**config.mk**
```make
export PLATFORM = sky130hd
export DESIGN_NAME = vga_overlay_top
export DESIGN_NICKNAME = d
export VERILOG_FILES = /design/src/vga_pkg.sv /design/src/vga_overlay_top.sv /design/src/draw_rect_char.sv /design/src/vga_timing.sv /design/src/font_rom.sv /design/src/char_rom_16x16.sv /design/src/pipe_delay.sv
export VERILOG_INCLUDE_DIRS = /design/src
export SDC_FILE = /design/constraint.sdc
export NUM_CORES = 1
export LEC_CHECK = 0
export BUFFER_PORTS_ARGS = -buffer_cell sky130_fd_sc_hd__buf_2
export CAP_MARGIN = 5
export CORE_MARGIN = 10
export CORE_UTILIZATION = 60
export DETAILED_ROUTE_END_ITERATION = 16
export GPL_TIMING_DRIVEN = 1
export PLACE_DENSITY = 0.78
export SYNTH_ARGS = -nofsm -noshare
export SYNTH_HDL_FRONTEND = slang
export SYNTH_HIERARCHICAL = 1
export SYNTH_SLANG_ARGS = --single-unit
```
**constraint.sdc**
```tcl
create_clock -name clk -period 5.6 [get_ports clk]
set_input_delay 0.56 -clock clk [delete_from_list [all_inputs] [get_ports clk]]
set_output_delay 0.56 -clock clk [all_outputs]
set_load 0.01 [all_outputs]
```
**src/vga_cfg.svh**
```systemverilog
`ifndef VGA_CFG_SVH
`define VGA_CFG_SVH

// 640x480 at 60 Hz, counts in pixel clocks and lines.
`define H_VISIBLE    640
`define H_SYNC_START 656
`define H_SYNC_END   752
`define H_TOTAL      800

`define V_VISIBLE    480
`define V_SYNC_START 490
`define V_SYNC_END   492
`define V_TOTAL      525

// text rectangle, 16x16 cells of 8x16 pixels.
`define RECT_X 64
`define RECT_Y 32
`define RECT_W 128
`define RECT_H 256

`define BG_RGB   12'h00f
`define RECT_RGB 12'h000
`define TEXT_RGB 12'hfff

`endif
```
**src/vga_pkg.sv**
```systemverilog
package vga_pkg;

  typedef logic [6:0] char_code_t;

  // one pixel position with its sync and blank state.
  typedef struct packed {
    logic [10:0] hcount;
    logic [10:0] vcount;
    logic        hsync;  // active low.
    logic        vsync;  // active low.
    logic        blank;  // high outside the visible area.
  } vga_bus_t;

  typedef struct packed {
    logic [3:0] red;
    logic [3:0] green;
    logic [3:0] blue;
  } rgb_t;

  typedef struct packed {
    logic hsync;
    logic vsync;
  } sync_t;

  // character codes used by the text map.
  localparam char_code_t Spc   = 7'h20;
  localparam char_code_t zero  = 7'h30;
  localparam char_code_t one   = 7'h31;
  localparam char_code_t two   = 7'h32;
  localparam char_code_t seven = 7'h37;
  localparam char_code_t eight = 7'h38;
  localparam char_code_t x     = 7'h78;
  localparam char_code_t blk   = 7'h0e;  // full block.

endpackage

```
**src/vga_overlay_top.sv**
```systemverilog
`timescale 1ns/100ps

module vga_overlay_top (
  input  logic          clk,
  input  logic          rst_n,
  output logic          hsync,
  output logic          vsync,
  output vga_pkg::rgb_t rgb
);

  import vga_pkg::*;

  vga_bus_t timing_bus;

  vga_timing u_vga_timing (
    .clk    (clk),
    .rst_n  (rst_n),
    .vga_out(timing_bus)
  );

  // three clocks from counters to pins.
  draw_rect_char u_draw_rect_char (
    .clk   (clk),
    .rst_n (rst_n),
    .vga_in(timing_bus),
    .hsync (hsync),
    .vsync (vsync),
    .rgb   (rgb)
  );

endmodule

```
**src/draw_rect_char.sv**
```systemverilog
`timescale 1ns/100ps
`include "vga_cfg.svh"

module draw_rect_char (
  input  logic              clk,
  input  logic              rst_n,
  input  vga_pkg::vga_bus_t vga_in,
  output logic              hsync,
  output logic              vsync,
  output vga_pkg::rgb_t     rgb
);

  import vga_pkg::*;

  typedef struct packed {
    logic       in_rect;
    logic       blank;
    logic [2:0] col;  // pixel within the cell.
  } pix_info_t;

  localparam sync_t     SYNC_IDLE = '{hsync: 1'b1, vsync: 1'b1};
  localparam pix_info_t PIX_IDLE  = '{in_rect: 1'b0, blank: 1'b1, col: 3'd0};

  logic [10:0] rel_x;
  logic [10:0] rel_y;
  logic        in_rect;
  logic [7:0]  char_xy;
  logic [3:0]  char_line;
  char_code_t  char_code;
  logic [7:0]  char_pixels;
  pix_info_t   pix_s1;
  pix_info_t   pix_s2;
  sync_t       sync_s1;
  sync_t       sync_out;

  assign rel_x   = vga_in.hcount - 11'(`RECT_X);
  assign rel_y   = vga_in.vcount - 11'(`RECT_Y);
  assign in_rect = (vga_in.hcount >= `RECT_X) && (vga_in.hcount < (`RECT_X + `RECT_W)) &&
                   (vga_in.vcount >= `RECT_Y) && (vga_in.vcount < (`RECT_Y + `RECT_H));

  // cycle 1, ROM address.
  always_ff @(posedge clk) begin
    char_xy   <= {rel_y[7:4], rel_x[6:3]};
    char_line <= rel_y[3:0];
  end

  always_ff @(posedge clk or negedge rst_n) begin
    if (!rst_n) begin
      pix_s1  <= PIX_IDLE;
      sync_s1 <= SYNC_IDLE;
    end else begin
      pix_s1  <= '{in_rect: in_rect, blank: vga_in.blank, col: rel_x[2:0]};
      sync_s1 <= '{hsync: vga_in.hsync, vsync: vga_in.vsync};
    end
  end

  char_rom_16x16 u_char_rom (
    .char_xy  (char_xy),
    .char_code(char_code)
  );

  // cycle 2, glyph row.
  font_rom u_font_rom (
    .clk        (clk),
    .rst_n      (rst_n),
    .char_code  (char_code),
    .char_line  (char_line),
    .char_pixels(char_pixels)
  );

  pipe_delay #(.T_DATA(pix_info_t), .DEPTH(1), .RESET_VALUE(PIX_IDLE)) u_pix_delay (
    .clk  (clk),
    .rst_n(rst_n),
    .din  (pix_s1),
    .dout (pix_s2)
  );

  pipe_delay #(.T_DATA(sync_t), .DEPTH(2), .RESET_VALUE(SYNC_IDLE)) u_sync_delay (
    .clk  (clk),
    .rst_n(rst_n),
    .din  (sync_s1),
    .dout (sync_out)
  );

  // cycle 3, colour select.
  always_ff @(posedge clk or negedge rst_n) begin
    if (!rst_n) begin
      rgb <= '0;
    end else if (pix_s2.blank) begin
      rgb <= '0;
    end else if (!pix_s2.in_rect) begin
      rgb <= rgb_t'(`BG_RGB);
    end else if (char_pixels[3'd7 - pix_s2.col]) begin  // bit 7 is leftmost.
      rgb <= rgb_t'(`TEXT_RGB);
    end else begin
      rgb <= rgb_t'(`RECT_RGB);
    end
  end

  assign hsync = sync_out.hsync;
  assign vsync = sync_out.vsync;

endmodule

```
**src/vga_timing.sv**
```systemverilog
`timescale 1ns/100ps
`include "vga_cfg.svh"

module vga_timing (
  input  logic              clk,
  input  logic              rst_n,
  output vga_pkg::vga_bus_t vga_out
);

  import vga_pkg::*;

  vga_bus_t timing_q;
  vga_bus_t timing_nxt;

  always_comb begin
    timing_nxt = timing_q;
    timing_nxt.hcount = timing_q.hcount + 11'd1;
    if (timing_q.hcount == 11'(`H_TOTAL - 1)) begin
      timing_nxt.hcount = '0;
      if (timing_q.vcount == 11'(`V_TOTAL - 1)) begin
        timing_nxt.vcount = '0;
      end else begin
        timing_nxt.vcount = timing_q.vcount + 11'd1;
      end
    end

    // sync and blank follow the new counter values.
    timing_nxt.hsync = !((timing_nxt.hcount >= `H_SYNC_START) &&
                         (timing_nxt.hcount < `H_SYNC_END));
    timing_nxt.vsync = !((timing_nxt.vcount >= `V_SYNC_START) &&
                         (timing_nxt.vcount < `V_SYNC_END));
    timing_nxt.blank = (timing_nxt.hcount >= `H_VISIBLE) ||
                       (timing_nxt.vcount >= `V_VISIBLE);
  end

  always_ff @(posedge clk or negedge rst_n) begin
    if (!rst_n) begin
      timing_q.hcount <= '0;
      timing_q.vcount <= '0;
      timing_q.hsync  <= 1'b1;
      timing_q.vsync  <= 1'b1;
      timing_q.blank  <= 1'b0;  // (0,0) is visible.
    end else begin
      timing_q <= timing_nxt;
    end
  end

  assign vga_out = timing_q;

endmodule

```
**src/font_rom.sv**
```systemverilog
`timescale 1ns/100ps

module font_rom (
  input  logic                clk,
  input  logic                rst_n,
  input  vga_pkg::char_code_t char_code,
  input  logic [3:0]          char_line,
  output logic [7:0]          char_pixels
);

  import vga_pkg::*;

  // glyph lines 2 to 13, line 2 in the top byte.
  localparam logic [95:0] GLYPH_ZERO  = 96'h7c_c6_c6_ce_de_f6_e6_c6_c6_7c_00_00;
  localparam logic [95:0] GLYPH_ONE   = 96'h18_38_78_18_18_18_18_18_18_7e_00_00;
  localparam logic [95:0] GLYPH_TWO   = 96'h7c_c6_06_0c_18_30_60_c0_c6_fe_00_00;
  localparam logic [95:0] GLYPH_SEVEN = 96'hfe_c6_06_06_0c_18_30_30_30_30_00_00;
  localparam logic [95:0] GLYPH_EIGHT = 96'h7c_c6_c6_c6_7c_c6_c6_c6_c6_7c_00_00;
  localparam logic [95:0] GLYPH_X     = 96'h00_00_00_c6_6c_38_38_38_6c_c6_00_00;

  logic [95:0] glyph;
  logic [3:0]  row_from_bottom;
  logic [7:0]  pixels_nxt;

  assign row_from_bottom = 4'd13 - char_line;

  always_comb begin
    case (char_code)
      zero:    glyph = GLYPH_ZERO;
      one:     glyph = GLYPH_ONE;
      two:     glyph = GLYPH_TWO;
      seven:   glyph = GLYPH_SEVEN;
      eight:   glyph = GLYPH_EIGHT;
      x:       glyph = GLYPH_X;
      default: glyph = '0;  // space and unknown codes.
    endcase
  end

  always_comb begin
    if (char_code == blk) begin
      pixels_nxt = 8'hff;
    end else if (char_line < 4'd2 || char_line > 4'd13) begin
      pixels_nxt = '0;  // top and bottom margin.
    end else begin
      pixels_nxt = glyph[{row_from_bottom, 3'b000} +: 8];
    end
  end

  always_ff @(posedge clk or negedge rst_n) begin
    if (!rst_n) begin
      char_pixels <= '0;
    end else begin
      char_pixels <= pixels_nxt;
    end
  end

endmodule

```
**src/char_rom_16x16.sv**
```systemverilog
`timescale 1ns/100ps

module char_rom_16x16 (
  input  logic [7:0]          char_xy,
  output vga_pkg::char_code_t char_code
);

  import vga_pkg::*;

  logic [3:0] grid_row;
  logic [3:0] grid_col;

  assign grid_row = char_xy[7:4];
  assign grid_col = char_xy[3:0];

  always_comb begin
    char_code = Spc;
    if (grid_row == 4'd0 || grid_row == 4'd15) begin
      char_code = blk;  // top and bottom border.
    end else if (grid_row == 4'd1) begin
      // resolution banner.
      case (grid_col)
        4'd0:    char_code = one;
        4'd1:    char_code = two;
        4'd2:    char_code = eight;
        4'd3:    char_code = zero;
        4'd4:    char_code = x;
        4'd5:    char_code = seven;
        4'd6:    char_code = two;
        4'd7:    char_code = zero;
        default: char_code = Spc;
      endcase
    end
  end

endmodule

```
**src/pipe_delay.sv**
```systemverilog
`timescale 1ns/100ps

module pipe_delay #(
  parameter type   T_DATA      = logic,
  parameter int    DEPTH       = 1,
  parameter T_DATA RESET_VALUE = '0
) (
  input  logic  clk,
  input  logic  rst_n,
  input  T_DATA din,
  output T_DATA dout
);

  T_DATA stage_q [DEPTH];

  always_ff @(posedge clk or negedge rst_n) begin
    if (!rst_n) begin
      for (int i = 0; i < DEPTH; i++) begin
        stage_q[i] <= RESET_VALUE;
      end
    end else begin
      stage_q[0] <= din;
      for (int i = 1; i < DEPTH; i++) begin
        stage_q[i] <= stage_q[i-1];
      end
    end
  end

  assign dout = stage_q[DEPTH-1];  // oldest stage.

endmodule

```
==> flow_summary.json <==
{
  "die_width_um": 99.1,
  "num_rows": 28,
  "fillCellCount": 470,
  "finalWirelength_um": 8150,
  "yosysWarnings": 6,
  "r2r_setup_slack_ps": 2440,
  "synth_cell_types": 74,
  "power_mw": 0.947,
  "setup_tns_ps": 0,
  "root_buffer": "clkbuf_8",
  "grt_start_max_net_pins": 52,
  "rsz0062_at_grt": "false",
  "fp.coreArea_um2": 5990,
  "num_antenna_cells": 0,
  "cts_resized": 0,
  "io_pins": 16,
  "synth_sequential_area_ratio_pct": 40.7,
  "insertion_delay_ps": 340,
  "syn_area_um2": 3750,
  "ys_ff_latch": 63,
  "max_freq_ghz": 0.317,
  "multiInputGateArea_um2": 1950,
  "dr.first_iter.drc_count": 221,
  "hold_path.class": "reg2reg",
  "grtUsageTotal_pct": 16.6,
  "routabilityCongestion": 0.991,
  "viasPerCell": 6.18,
  "fin_crit_ps": 3160,
  "syn-num-nets": 410,
  "clockBufferDepth": 2,
  "grt_pass1_vias": 2790,
  "setup_violations": 0,
  "worst-setup-path-type": "reg2reg",
  "cts_made_buffers": 9,
  "post-cts-setup-buffer-count": 0,
  "antenna_found_initial": 0,
  "cts.sinks": 63,
  "layout.nets": 404,
  "vias": 2931,
  "portBuffers": 15,
  "fin_worst_skew_ps": 8.63,
  "ir_worst_vdd_mv": 0.210,
  "power_density_nw_per_um2": 239,
  "cp.arrival_ps": 3410,
  "synthArstFlopShare_pct": 81.0,
  "final_layout_size_suffix_gt1_share_pct": 16.3,
  "finalHoldViolCount": 0,
  "worstSetupEndpointType": "flip-flop",
  "status": "finished clean",
  "grt_pass1_wl_um": 13600,
  "finalMaxSlewViolations": 0,
  "gr-total-overflow": 0,
  "drcViolationCount": 0,
  "tightest_slew_ps": 1130,
  "period_share_pct": 56.4,
  "crit_fanout": 14,
  "die_y_um": 99.1,
  "h-tree-depth": 3,
  "leakagePower_nw": 1.66,
  "max-slew-margin-rel_pct": 24.8,
  "synth-edff-count": 0,
  "drt_pass1_iterations": 4,
  "postRouteAntennaNets": 0,
  "critPathRequiredTime_ps": 5850,
  "drv_cap": 0,
  "dp_hpwl_um": 5750,
  "dieArea_um2": 9820,
  "netlist_instances": 400,
  "syn_avg_cell_area_um2": 9.38,
  "avgRoutedWirePerCell_um": 17.2,
  "initial_core_util_pct": 62.7,
  "cts_tree": "done",
  "hold_buffers": 0,
  "clk_pin_slew_ps": 80,
  "startpoint_type": "flip-flop",
  "ff_latch_area_um2": 1530,
  "synth_ff_type": "dfrtp_1",
  "area_growth_syn_to_layout_pct": 5.60
}
-- power by group --
part / switching (mW) / internal [mW] / leakage [nW] / total (mW)
clock: 0.185 / 0.302 / 0.126 / 0.487
sequential: 0 / 0.454 / 0.742 / 0.454
combinational: 0.00685 / 0.000255 / 0.789 / 0.00710
total: 0.192 / 0.756 / 1.66 / 0.947
-- critical path: stages, from the launching register on --
cell,delay (ps)
dfxtp_1,330
nor4_1,280
nand2_1,140
a21oi_1,820
or3b_4,470
or3_1,490
a311oi_2,290
o21ai_1,110
a22oi_2,120
-- kinds of logic after synthesis --
kind of cell             after synthesis  share of synthesized area [%]
multiplexers                          12                           3.33
AO/OA/AOI/OAI                         80                           15.4
buffers and inverters                 50                           7.40
XOR/XNOR                              21                           4.90
adder cells (fa/ha/maj)                9                           2.97
AND/OR/NAND/NOR                      165                           25.2
flip-flops                            63                           40.7
-- final cells by class --
| class | instances | area share [%] |
|---|---|---|
| clock buffer | 9 | 3.13 |
| tap | 75 | 2.37 |
| clock inverter | 7 | 3.22 |
| inverter | 18 | 1.70 |
| sequential | 63 | 38.6 |
| multi-input combinational | 287 | 49.1 |
| timing repair buffer | 15 | 1.89 |
-- metrics by stage --
| step | utilization, % | worst slack, ps | cell area [um^2] | std cells | hold WS [ps] |
|---|---|---|---|---|---|
| 3_3_place_gp | 62.0 | 2590 | 3710 | 458 | 333 |
| 3_5_place_dp | 62.0 | 2480 | 3710 | 458 | 336 |
| 6_report | 66.2 | 2440 | 3960 | 474 | 351 |
| 4_1_cts | 66.2 | 2480 | 3960 | 474 | 354 |
| 5_1_grt | 66.2 | 2300 | 3960 | 474 | 354 |
| 2_1_floorplan | - | 3150 | 3750 | 400 | 264 |
-- cell usage in the layout, fill, tap and decap left out, drive strengths merged, types with 9 or more instances in the layout --
cell and n:
dfrtp 41, nand2 36, nor2 33, nand3 21, inv 20, a21oi 18
o21ai 18, buf 15, xor2 13, dfxtp 12, mux2i 11, nand4 11
dfstp 10, nor3 10, clkbuf 9
-- cells in the mapped netlist (all sizes together) (3+ instances only) --
cell type | n | share of area, %
dfxtp | 12 | 6.4
a21oi | 18 | 2.6
or3 | 5 | 0.97
dfstp | 10 | 7.0
o31ai | 5 | 1.0
a21boi | 4 | 0.80
clkbuf | 10 | 1.0
o21ai | 18 | 2.5
nand4 | 11 | 2.0
and2 | 6 | 1.1
nor2 | 33 | 3.3
nor4 | 7 | 2.0
nand3 | 21 | 2.8
or4 | 6 | 1.4
a311oi | 4 | 1.1
nor2b | 3 | 0.50
o211ai | 5 | 1.0
xor2 | 13 | 3.0
nor3b | 7 | 1.7
inv | 18 | 1.8
mux2i | 11 | 3.0
dfrtp | 41 | 27
a31oi | 6 | 1.4
xnor2 | 8 | 1.9
and3b | 3 | 0.70
nand2 | 36 | 3.6
nor3 | 10 | 1.3
ha | 8 | 2.7
nand3b | 3 | 0.60
buf | 22 | 4.6
o2111ai | 4 | 1.1
nand2b | 3 | 0.70
-- state kept, by name, indices dropped and copies added (netlist names) --
name,flops
u_draw_rect_char/sync_s1,2
u_draw_rect_char/u_pix_delay/dout,5
u_vga_timing/vga_out,25
u_draw_rect_char/u_sync_delay/dout,2
u_draw_rect_char/char_xy,8
u_draw_rect_char/pix_s1,5
u_draw_rect_char/rgb,2
u_draw_rect_char/u_sync_delay/stage_q,2
u_draw_rect_char/u_font_rom/char_pixels,8
u_draw_rect_char/char_line,4
-- path summary, 6_finish.rpt --
check	cells past startpoint	startpoint	endpoint
max in group asynchronous	1	rst_n	u_vga_timing/vga_out[3]$_DFF_PN0_
worst max register to register	8	u_draw_rect_char/char_xy[5]$_DFF_P_	u_draw_rect_char/u_font_rom/char_pixels[3]$_DFF_PN0_
worst min-delay path	0	u_draw_rect_char/pix_s1[2]$_DFF_PN0_	u_draw_rect_char/u_pix_delay/dout[2]$_DFF_PN0_
worst min register to register	0	u_draw_rect_char/pix_s1[2]$_DFF_PN0_	u_draw_rect_char/u_pix_delay/dout[2]$_DFF_PN0_
min in group asynchronous	1	rst_n	u_draw_rect_char/u_pix_delay/dout[0]$_DFF_PN0_
worst max-delay path	8	u_draw_rect_char/char_xy[5]$_DFF_P_	u_draw_rect_char/u_font_rom/char_pixels[3]$_DFF_PN0_
-- per-layer routing --
layer  vias to the layer above  share of wire (%)  routed length [um]  GRT usage, %
li1                       1431                  -                   -             -
met4                         0               0.91                  74          5.84
met3                         7                6.4                 518          4.84
met2                        94                 47                3860          26.2
met1                      1399                 45                3690          21.3
met5                         -                  0                   0             0
Power figures use the tool's default switching activity.
